[src/include/hmr_config.svh]
// HMR unit configuration of core count, group count and register widths
`ifndef HMR_CONFIG_SVH
`define HMR_CONFIG_SVH

// Physical cores behind the wrapper
`define HMR_NUM_CORES 6

// TMR groups with cores interleaved across them
`define HMR_NUM_GROUPS 2

// Data, address and configuration word width
`define HMR_DATA_WIDTH 32

// Per-core mismatch counter width
`define HMR_CNT_WIDTH 8

// Configuration address width
// Group enables at 0 and core counters at 1 to 6
`define HMR_CFG_AW 3

`endif
[src/rtl/hmr_pkg.sv]
// HMR shared types for core payloads, bus requests, counters and per-core flags
`include "hmr_config.svh"

package hmr_pkg;

  // System inputs of one core
  typedef logic [`HMR_DATA_WIDTH-1:0] sys_in_t;

  // Nominal core output
  typedef logic [`HMR_DATA_WIDTH-1:0] nominal_t;

  // Bus request of one core
  typedef struct packed {
    logic [`HMR_DATA_WIDTH-1:0] addr;
    logic [`HMR_DATA_WIDTH-1:0] wdata;
    logic                       we;
  } bus_t;

  // Saturating mismatch count
  typedef logic [`HMR_CNT_WIDTH-1:0] mm_cnt_t;

  // One bit per core offset in a group
  // Bit 0 is the main core
  typedef logic [2:0] core_flags_t;

endpackage

[src/rtl/hmr_grp_if.sv]
// TMR group bundle carrying voted payloads, mode and mismatch status of one group
`timescale 1ns/100ps

interface hmr_grp_if
  import hmr_pkg::*;
();

  // Voted payloads of the group
  nominal_t    voted_nom;
  bus_t        voted_bus;

  // Group currently votes
  logic        active;

  // Registered disagreement per offset and its OR
  core_flags_t mismatch;
  logic        failure;

  modport grp (output voted_nom, voted_bus, active, mismatch, failure);

  modport router (input voted_nom, voted_bus, active, mismatch, failure);

  // Counters only need the mismatch bits
  modport ctrl (input mismatch);

endinterface

[src/rtl/hmr_unit.sv]
// HMR unit top level wrapping six cores into two interleaved TMR groups
`timescale 1ns/100ps
`include "hmr_config.svh"

module hmr_unit
  import hmr_pkg::*;
(
  input  logic                           clk_i,
  input  logic                           rst_n_i,

  // Configuration port
  input  logic                           cfg_we_i,
  input  logic     [`HMR_CFG_AW-1:0]     cfg_addr_i,
  input  logic     [`HMR_DATA_WIDTH-1:0] cfg_wdata_i,
  output logic     [`HMR_DATA_WIDTH-1:0] cfg_rdata_o,

  input  logic     [`HMR_NUM_GROUPS-1:0] bus_vote_en_i,

  // System side and core side payloads
  input  sys_in_t  [`HMR_NUM_CORES-1:0]  sys_in_i,
  output sys_in_t  [`HMR_NUM_CORES-1:0]  core_in_o,
  input  nominal_t [`HMR_NUM_CORES-1:0]  core_nom_i,
  input  bus_t     [`HMR_NUM_CORES-1:0]  core_bus_i,
  output nominal_t [`HMR_NUM_CORES-1:0]  sys_nom_o,
  output bus_t     [`HMR_NUM_CORES-1:0]  sys_bus_o,

  output logic     [`HMR_NUM_GROUPS-1:0] tmr_failure_o,
  output logic     [`HMR_NUM_CORES-1:0]  core_setback_o
);

  logic [`HMR_NUM_GROUPS-1:0] tmr_en;

  hmr_grp_if grp_if [`HMR_NUM_GROUPS-1:0] ();

  hmr_mode_ctrl i_mode_ctrl (
    .clk_i       (clk_i),
    .rst_n_i     (rst_n_i),
    .cfg_we_i    (cfg_we_i),
    .cfg_addr_i  (cfg_addr_i),
    .cfg_wdata_i (cfg_wdata_i),
    .cfg_rdata_o (cfg_rdata_o),
    .tmr_en_o    (tmr_en),
    .grp         (grp_if)
  );

  for (genvar g = 0; g < `HMR_NUM_GROUPS; g++) begin : grp_g
    nominal_t [2:0] grp_nom;
    bus_t     [2:0] grp_bus;

    // Offset k of group g is core g + k * groups
    for (genvar k = 0; k < 3; k++) begin : gen_sel
      assign grp_nom[k] = core_nom_i[g + k * `HMR_NUM_GROUPS];
      assign grp_bus[k] = core_bus_i[g + k * `HMR_NUM_GROUPS];
    end

    hmr_tmr_group i_tmr_group (
      .clk_i         (clk_i),
      .rst_n_i       (rst_n_i),
      .tmr_en_i      (tmr_en[g]),
      .bus_vote_en_i (bus_vote_en_i[g]),
      .nom_i         (grp_nom),
      .bus_i         (grp_bus),
      .grp           (grp_if[g])
    );
  end

  hmr_core_router i_core_router (
    .sys_in_i       (sys_in_i),
    .core_in_o      (core_in_o),
    .core_nom_i     (core_nom_i),
    .core_bus_i     (core_bus_i),
    .sys_nom_o      (sys_nom_o),
    .sys_bus_o      (sys_bus_o),
    .tmr_failure_o  (tmr_failure_o),
    .core_setback_o (core_setback_o),
    .grp            (grp_if)
  );

endmodule

[src/rtl/hmr_core_router.sv]
// HMR core router steering inputs to cores and voted or raw outputs to the system
`timescale 1ns/100ps
`include "hmr_config.svh"

module hmr_core_router
  import hmr_pkg::*;
(
  input  sys_in_t  [`HMR_NUM_CORES-1:0]  sys_in_i,
  output sys_in_t  [`HMR_NUM_CORES-1:0]  core_in_o,
  input  nominal_t [`HMR_NUM_CORES-1:0]  core_nom_i,
  input  bus_t     [`HMR_NUM_CORES-1:0]  core_bus_i,
  output nominal_t [`HMR_NUM_CORES-1:0]  sys_nom_o,
  output bus_t     [`HMR_NUM_CORES-1:0]  sys_bus_o,
  output logic     [`HMR_NUM_GROUPS-1:0] tmr_failure_o,
  output logic     [`HMR_NUM_CORES-1:0]  core_setback_o,
  hmr_grp_if.router                      grp [`HMR_NUM_GROUPS-1:0]
);

  for (genvar g = 0; g < `HMR_NUM_GROUPS; g++) begin : gen_grp
    assign tmr_failure_o[g] = grp[g].failure;
  end

  for (genvar c = 0; c < `HMR_NUM_CORES; c++) begin : gen_core
    // The interleaved layout makes the main core index equal the group index
    localparam int unsigned grp_id = c % `HMR_NUM_GROUPS;
    localparam int unsigned offset = c / `HMR_NUM_GROUPS;

    assign core_setback_o[c] = grp[grp_id].mismatch[offset];

    if (offset == 0) begin : gen_main
      // Main core keeps its own inputs in both modes
      assign core_in_o[c] = sys_in_i[c];
      assign sys_nom_o[c] = grp[grp_id].active ? grp[grp_id].voted_nom : core_nom_i[c];
      assign sys_bus_o[c] = grp[grp_id].active ? grp[grp_id].voted_bus : core_bus_i[c];
    end else begin : gen_replica
      // Replicas follow the main core's inputs while voting
      assign core_in_o[c] = grp[grp_id].active ? sys_in_i[grp_id] : sys_in_i[c];
      // Replica slots read zero in TMR mode
      assign sys_nom_o[c] = grp[grp_id].active ? nominal_t'('0) : core_nom_i[c];
      assign sys_bus_o[c] = grp[grp_id].active ? bus_t'('0) : core_bus_i[c];
    end
  end

endmodule

[src/rtl/hmr_mode_ctrl.sv]
// HMR mode controller with group TMR enables and per-core mismatch counters
`timescale 1ns/100ps
`include "hmr_config.svh"

module hmr_mode_ctrl
  import hmr_pkg::*;
(
  input  logic                       clk_i,
  input  logic                       rst_n_i,
  input  logic                       cfg_we_i,
  input  logic [`HMR_CFG_AW-1:0]     cfg_addr_i,
  input  logic [`HMR_DATA_WIDTH-1:0] cfg_wdata_i,
  output logic [`HMR_DATA_WIDTH-1:0] cfg_rdata_o,
  output logic [`HMR_NUM_GROUPS-1:0] tmr_en_o,
  hmr_grp_if.ctrl                    grp [`HMR_NUM_GROUPS-1:0]
);

  logic [`HMR_NUM_GROUPS-1:0] tmr_en_q;
  logic [`HMR_NUM_CORES-1:0]  core_mm;
  logic [`HMR_NUM_CORES-1:0]  cnt_clr;
  mm_cnt_t                    cnt_q [`HMR_NUM_CORES];

  // Offset k of group g is physical core g + k * groups
  for (genvar g = 0; g < `HMR_NUM_GROUPS; g++) begin : gen_grp_mm
    for (genvar k = 0; k < 3; k++) begin : gen_offset
      assign core_mm[g + k * `HMR_NUM_GROUPS] = grp[g].mismatch[k];
    end
  end

  // Group enables with bit g for group g
  always_ff @(posedge clk_i or negedge rst_n_i) begin
    if (!rst_n_i) begin
      tmr_en_q <= '0;
    end else if (cfg_we_i && (cfg_addr_i == '0)) begin
      tmr_en_q <= cfg_wdata_i[`HMR_NUM_GROUPS-1:0];
    end
  end

  assign tmr_en_o = tmr_en_q;

  for (genvar c = 0; c < `HMR_NUM_CORES; c++) begin : gen_cnt
    // Any write to the counter address clears it
    assign cnt_clr[c] = cfg_we_i && (cfg_addr_i == `HMR_CFG_AW'(c + 1));

    // Clear wins over a same-cycle increment
    always_ff @(posedge clk_i or negedge rst_n_i) begin
      if (!rst_n_i) begin
        cnt_q[c] <= '0;
      end else if (cnt_clr[c]) begin
        cnt_q[c] <= '0;
      end else if (core_mm[c] && (cnt_q[c] != '1)) begin
        cnt_q[c] <= cnt_q[c] + 1'b1;
      end
    end
  end

  // Combinational readback where unmapped addresses return zero
  always_comb begin
    cfg_rdata_o = '0;
    if (cfg_addr_i == '0) begin
      cfg_rdata_o[`HMR_NUM_GROUPS-1:0] = tmr_en_q;
    end
    for (int c = 0; c < `HMR_NUM_CORES; c++) begin
      if (cfg_addr_i == `HMR_CFG_AW'(c + 1)) begin
        cfg_rdata_o[`HMR_CNT_WIDTH-1:0] = cnt_q[c];
      end
    end
  end

endmodule

[src/rtl/hmr_tmr_group.sv]
// TMR group voting nominal and bus payloads and registering mismatch flags
`timescale 1ns/100ps

module hmr_tmr_group
  import hmr_pkg::*;
(
  input  logic           clk_i,
  input  logic           rst_n_i,
  input  logic           tmr_en_i,
  input  logic           bus_vote_en_i,
  input  nominal_t [2:0] nom_i,
  input  bus_t     [2:0] bus_i,
  hmr_grp_if.grp         grp
);

  nominal_t    voted_nom;
  bus_t        voted_bus;
  core_flags_t nom_disagree;
  core_flags_t bus_disagree;
  core_flags_t mismatch_d;
  core_flags_t mismatch_q;
  logic        failure_q;

  hmr_majority_voter #(
    .payload_t (nominal_t)
  ) i_nom_voter (
    .a_i        (nom_i[0]),
    .b_i        (nom_i[1]),
    .c_i        (nom_i[2]),
    .majority_o (voted_nom),
    .disagree_o (nom_disagree)
  );

  hmr_majority_voter #(
    .payload_t (bus_t)
  ) i_bus_voter (
    .a_i        (bus_i[0]),
    .b_i        (bus_i[1]),
    .c_i        (bus_i[2]),
    .majority_o (voted_bus),
    .disagree_o (bus_disagree)
  );

  always_comb begin
    mismatch_d = nom_disagree;
    // Bus payload only joins the vote while enabled
    if (bus_vote_en_i) begin
      mismatch_d = mismatch_d | bus_disagree;
    end
    // Independent cores are allowed to differ
    if (!tmr_en_i) begin
      mismatch_d = '0;
    end
  end

  // Flags last one cycle unless the mismatch persists
  always_ff @(posedge clk_i or negedge rst_n_i) begin
    if (!rst_n_i) begin
      mismatch_q <= '0;
      failure_q  <= 1'b0;
    end else begin
      mismatch_q <= mismatch_d;
      failure_q  <= |mismatch_d;
    end
  end

  assign grp.voted_nom = voted_nom;
  assign grp.voted_bus = voted_bus;
  assign grp.active    = tmr_en_i;
  assign grp.mismatch  = mismatch_q;
  assign grp.failure   = failure_q;

endmodule

[src/rtl/hmr_majority_voter.sv]
// Bitwise three-way majority voter with a disagreement flag per input
`timescale 1ns/100ps

module hmr_majority_voter
  import hmr_pkg::*;
#(
  parameter type payload_t = logic
) (
  input  payload_t    a_i,
  input  payload_t    b_i,
  input  payload_t    c_i,
  output payload_t    majority_o,
  output core_flags_t disagree_o
);

  payload_t majority;

  // Each bit follows at least two of the three inputs
  assign majority = (a_i & b_i) | (a_i & c_i) | (b_i & c_i);

  assign majority_o = majority;

  // An input disagrees if any of its bits lost the vote
  always_comb begin
    disagree_o    = '0;
    disagree_o[0] = (a_i != majority);
    disagree_o[1] = (b_i != majority);
    disagree_o[2] = (c_i != majority);
  end

endmodule

[config.mk]
export PLATFORM = sky130hd
export DESIGN_NAME = hmr_unit
export DESIGN_NICKNAME = d
export VERILOG_FILES = /design/src/rtl/hmr_pkg.sv /design/src/rtl/hmr_grp_if.sv /design/src/rtl/hmr_unit.sv /design/src/rtl/hmr_core_router.sv /design/src/rtl/hmr_mode_ctrl.sv /design/src/rtl/hmr_tmr_group.sv /design/src/rtl/hmr_majority_voter.sv
export VERILOG_INCLUDE_DIRS = /design/src /design/src/include
export SDC_FILE = /design/constraint.sdc
export NUM_CORES = 1
export LEC_CHECK = 0
export BUFFER_PORTS_ARGS = -buffer_cell sky130_fd_sc_hd__buf_2
export CORE_AREA = 3 3 628 630
export DETAILED_ROUTE_END_ITERATION = 10
export DIE_AREA = 0 0 631 633
export MAX_ROUTING_LAYER = met4
export PLACE_DENSITY = 0.3
export SLEW_MARGIN = 20
export SYNTH_ARGS = -nofsm -noshare
export SYNTH_HDL_FRONTEND = slang
export SYNTH_SLANG_ARGS = --single-unit
[constraint.sdc]
create_clock -name clk_i -period 2.7 [get_ports clk_i]
set_input_delay 0.54 -clock clk_i [delete_from_list [all_inputs] [get_ports clk_i]]
set_output_delay 0.54 -clock clk_i [all_outputs]
set_load 0.03 [all_outputs]
==> impl_results.md <==
- Synth cell types: 53
- Yosys reg bits: 58
- Post-layout instance count excluding filler cells: about 11000
- Max Slew Vio Count: 0
- Cell Area, Placed: 43600 um2
- Share of the clock period used by the worst path after layout: 105%
- Core Region: 389000 um2
- Final #Nets: 6853
- CTS Buf Count: 9
- Synth Instances: 3771
- Internal: approximately 7700 uW
- Final setup viols: 3
- Crit end category: flop
- Fillers: 46100
- CP Class: input pin to flop
- Vias: 38600
- Die Y: roughly 630 um
- Post-route cell area: between 40000 and 50000 um2
- Final hold slack: 161 ps
- Netlist Area Pre-Place: between 20000 and 25000 um2
- Failing checks: negative setup slack
- Max IR drop VDD: around 190 uV
- DRT antenna net count: 0
- Primary FF master, synth: dfrtp_1
- Outcome: complete, but fails checks
- Met2 wire length: ~180000 um
- Routed met1 length: about 110000 um
- CTS tree: built
- WP data required: 2960 ps
- DR top layer: met4
- GR Overflow Total: 0
- Placed Cells incl. Taps: around 11000
- Average cell area after synthesis: 5.93 um2
- DP HPWL: 302000 um
- Post-layout util: 11.8%
- Switch share: between 60% and 70%
- Seq pwr share: 8.3%
- Met3 Wirelength: 29000 um
- Worst clock skew: 21.4 ps
- Mux cell area share after synthesis: ~1.6%
- Main combinational cell family by area after synthesis: simple AND/OR/NAND/NOR gates
- Fmax achieved: between 0.3 and 0.4 GHz
- Layout cell share with drive strength beyond 1: between 40% and 50%
- Multi-input logic area: 18900 um2
- # clock sinks: 58
- First-pass GRT wire length: 405000 um
- H-tree depth: 3
- Die width: 631 um
- WP data arrival: 3100 ps
- Post-Synth XOR/XNOR Area: around 1.4%
- Slew @ Worst Pin: 811 ps
- Area grow syn2layout: 105%
- RSZ-0062 raised after global routing: yes
- Initial drt markers: around 2300
- Sequential Area: 1460 um2
- Total of max-cap violations: 0
- Comb power frac: 85.1%
- Final hold violation count: 0
- Hold Crit Class: input pin to asynchronous set/reset pin
- CTS Hold Buffers Added: 0
- Routability cong.: a little over 0.9
- Clock share of power: 6.6%
- Routed length per placed instance: 29.1 um
- Leakage: roughly 0.021 uW
- Slew HR: 45.8%
- EDFF count, synth: 0
- CTS Buffer Depth: 2
- Clock root buffer: clkbuf_16
- Fraction of the mapped netlist area in simple logic gates: 49.7%
- WL final: 332000 um
- Yosys warning count: 0
- DRC viols: 0
- Skew-Pair Late Insertion Delay: 370 ps
- Register area share after synthesis: under 10%
- Post-Synth Adder-Cell Area: 0.336%
- Minimum clock period: 2840 ps
- Switching power: 11900 uW
- I/O pins: 1628
- Setup ws final: -138 ps
- Via-to-Cell Ratio: 3.38
- CP Max Fanout: 5
- Power Density: ~430 nW/um2
- DIE AREA: 399000 um2
- Largest net degree at the start of global routing: 96
- Starting Density: under 10%
- Site Rows: 229
- CTS clk-pin slew, worst paths: 70 ps
- Async S/R FF share, synth: 100%
- DR pass1 iterations: 6
- GRT Util Overall: 16.1%
- Initial antenna violation count: 252
- Vias in the first global route: ~36000
- Post-synthesis compound-gate area fraction: between 20 and 30%
- CP startpoint kind: input pin
- # port buffers: 1573
==> cells in the mapped netlist, types with 3 or more instances <==
cell | count | area share [%]
o21ai_0 | 611 | 14
inv_1 | 378 | 6.3
nor2_1 | 284 | 4.8
nand2_1 | 276 | 4.6
a21oi_1 | 271 | 6.1
nor2b_1 | 259 | 7.2
nand2b_1 | 234 | 6.5
o22ai_1 | 180 | 5.0
nor3b_1 | 161 | 5.4
nand3b_1 | 129 | 4.3
clkbuf_1 | 125 | 2.1
and3b_1 | 112 | 4.4
nor4_1 | 109 | 3.0
nand4_1 | 107 | 3.0
or3b_2 | 96 | 3.8
buf_4 | 90 | 3.0
dfrtp_1 | 58 | 6.5
nand3_1 | 37 | 0.83
mux2i_1 | 28 | 1.3
a2111oi_0 | 27 | 1.1
nor3_1 | 22 | 0.49
a221oi_1 | 19 | 0.74
or3_1 | 18 | 0.50
xnor2_1 | 18 | 0.70
xor2_1 | 17 | 0.67
and3_1 | 15 | 0.42
a21o_1 | 13 | 0.44
a2111oi_2 | 7 | 0.47
mux2_2 | 7 | 0.35
buf_1 | 6 | 0.10
ha_1 | 6 | 0.34
o21a_1 | 5 | 0.17
and2_1 | 4 | 0.11
o2111ai_1 | 4 | 0.16
o21ai_1 | 4 | 0.090
o221ai_1 | 4 | 0.16
or4_1 | 4 | 0.13
a211oi_1 | 3 | 0.10
o211ai_1 | 3 | 0.10
==> metal layers <==
metal,global-route usage [%],vias to the layer above
met1,14.5,18300
met5,-,-
met3,5.63,439
met2,31.4,1701
met4,4.48,0
li1,-,18100
==> layout make-up <==
type                            count  share of cell area [%]
Sequential cell                    58                    3.18
Inverter                          378                    3.14
Multi-Input combinational cell   3136                    41.2
Clock buffer                       13                   0.610
Timing Repair Buffer             2450                    36.7
Clock inverter                      3                  0.0980
Tap cell                         5197                    14.2
Antenna cell                      179                   0.975
==> final timing paths <==
| check | cells after the start | slack [ps] | start | endpoint |
|---|---|---|---|---|
| setup / recovery | 10 | -140 | core_bus_i[19] | grp_g[0].i_tmr_group.grp.failure |
| hold / removal | 1 | 160 | rst_n_i | i_mode_ctrl.cnt_q[41] |
| setup reg to reg | 6 | 740 | i_mode_ctrl.tmr_en_o[1] | grp_g[1].i_tmr_group.grp.failure |
| hold reg to reg | 2 | 580 | i_mode_ctrl.cnt_q[6] | i_mode_ctrl.cnt_q[6] |
| max in group asynchronous | 2 | 2000 | rst_n_i | i_mode_ctrl.cnt_q[28] |
| min in group clk_i | 3 | 410 | cfg_wdata_i[0] | i_mode_ctrl.tmr_en_o[0] |
==> repair_timing <==
| item | CTS | global route |
|---|---|---|
| gates cloned | 8 | 5 |
| gates resized for setup | 237 | 103 |
| buffers inserted | 15 | 14 |
| pin swaps | 16 | 4 |
| setup endpoints to repair | 143 | 66 |
==> worst max-delay path: stages <==
cell	delay [ps]
buf_2	130
nor3b_1	150
a2111oi_2	440
buf_4	200
nand4_1	190
or4_4	560
o41ai_4	280
buf_12	170
a21oi_1	70
or3_1	340
==> flip-flops by register name (all words and copies together), names as in the netlist <==
signal / count
grp_g.i_tmr_group.grp.failure: 2
grp_g.i_tmr_group.grp.mismatch: 6
i_mode_ctrl.tmr_en_o: 2
i_mode_ctrl.cnt_q: 48
==> cell families (layout without fill, tap and decap cells) <==
logic type / count (synthesis) / after routing
muxes: 35 / 35
and+or+nand+nor: 1871 / 1871
buffers and inverters: 600 / 2844
other: 1 / 203
xor gates and xnor gates: 35 / 35
AOI/OAI and AO/OA: 1165 / 1165
adders and majority gates: 6 / 6
DFF: 58 / 58
==> power groups by stage <==
stage / sequential [uW] / clock [uW] / combinational [uW]
finish: 1620 / 1300 / 16600
global route: 1670 / 1380 / 17700
CTS: 1630 / 1340 / 16600
detailed placement: 1660 / 0 / 15800
global placement: 1660 / 0 / 15800
floorplan: 1460 / 0 / 7040
==> metrics by stage <==
stage | setup WS [ps] | power [uW] | TNS [ps]
2_1_floorplan | 161 | 8500 | 0
3_3_place_gp | -1240 | 17500 | -7320
3_5_place_dp | -1200 | 17500 | -5780
4_1_cts | -196 | 19600 | -389
5_1_grt | -189 | 20700 | -435
6_report | -138 | 19500 | -236
==> layout by cell type, fill, tap and decap left out, types with 11 or more instances in the layout <==
cell type	count
conb_1	24
o22ai_1	180
nand3_1	37
nor4_1	94
nor2b_2	11
and3b_1	111
diode_2	179
and3_1	15
a2111oi_0	12
or3b_2	96
o21ai_0	521
clkbuf_4	15
buf_12	108
a21oi_1	269
or3_1	18
buf_2	1409
o21ai_1	76
o21ai_2	18
inv_1	376
mux2i_1	28
nor2b_1	247
a2111oi_2	11
nor3b_1	160
dfrtp_1	56
a21o_1	13
xnor2_1	18
xor2_1	17
buf_16	12
nand4_1	107
buf_6	21
nand2_1	274
nor3_1	19
nand2b_1	234
buf_4	868
nand3b_1	129
a221oi_1	19
clkbuf_16	15
nor2_1	280
No activity file was read; power rests on OpenSTA's default activity.
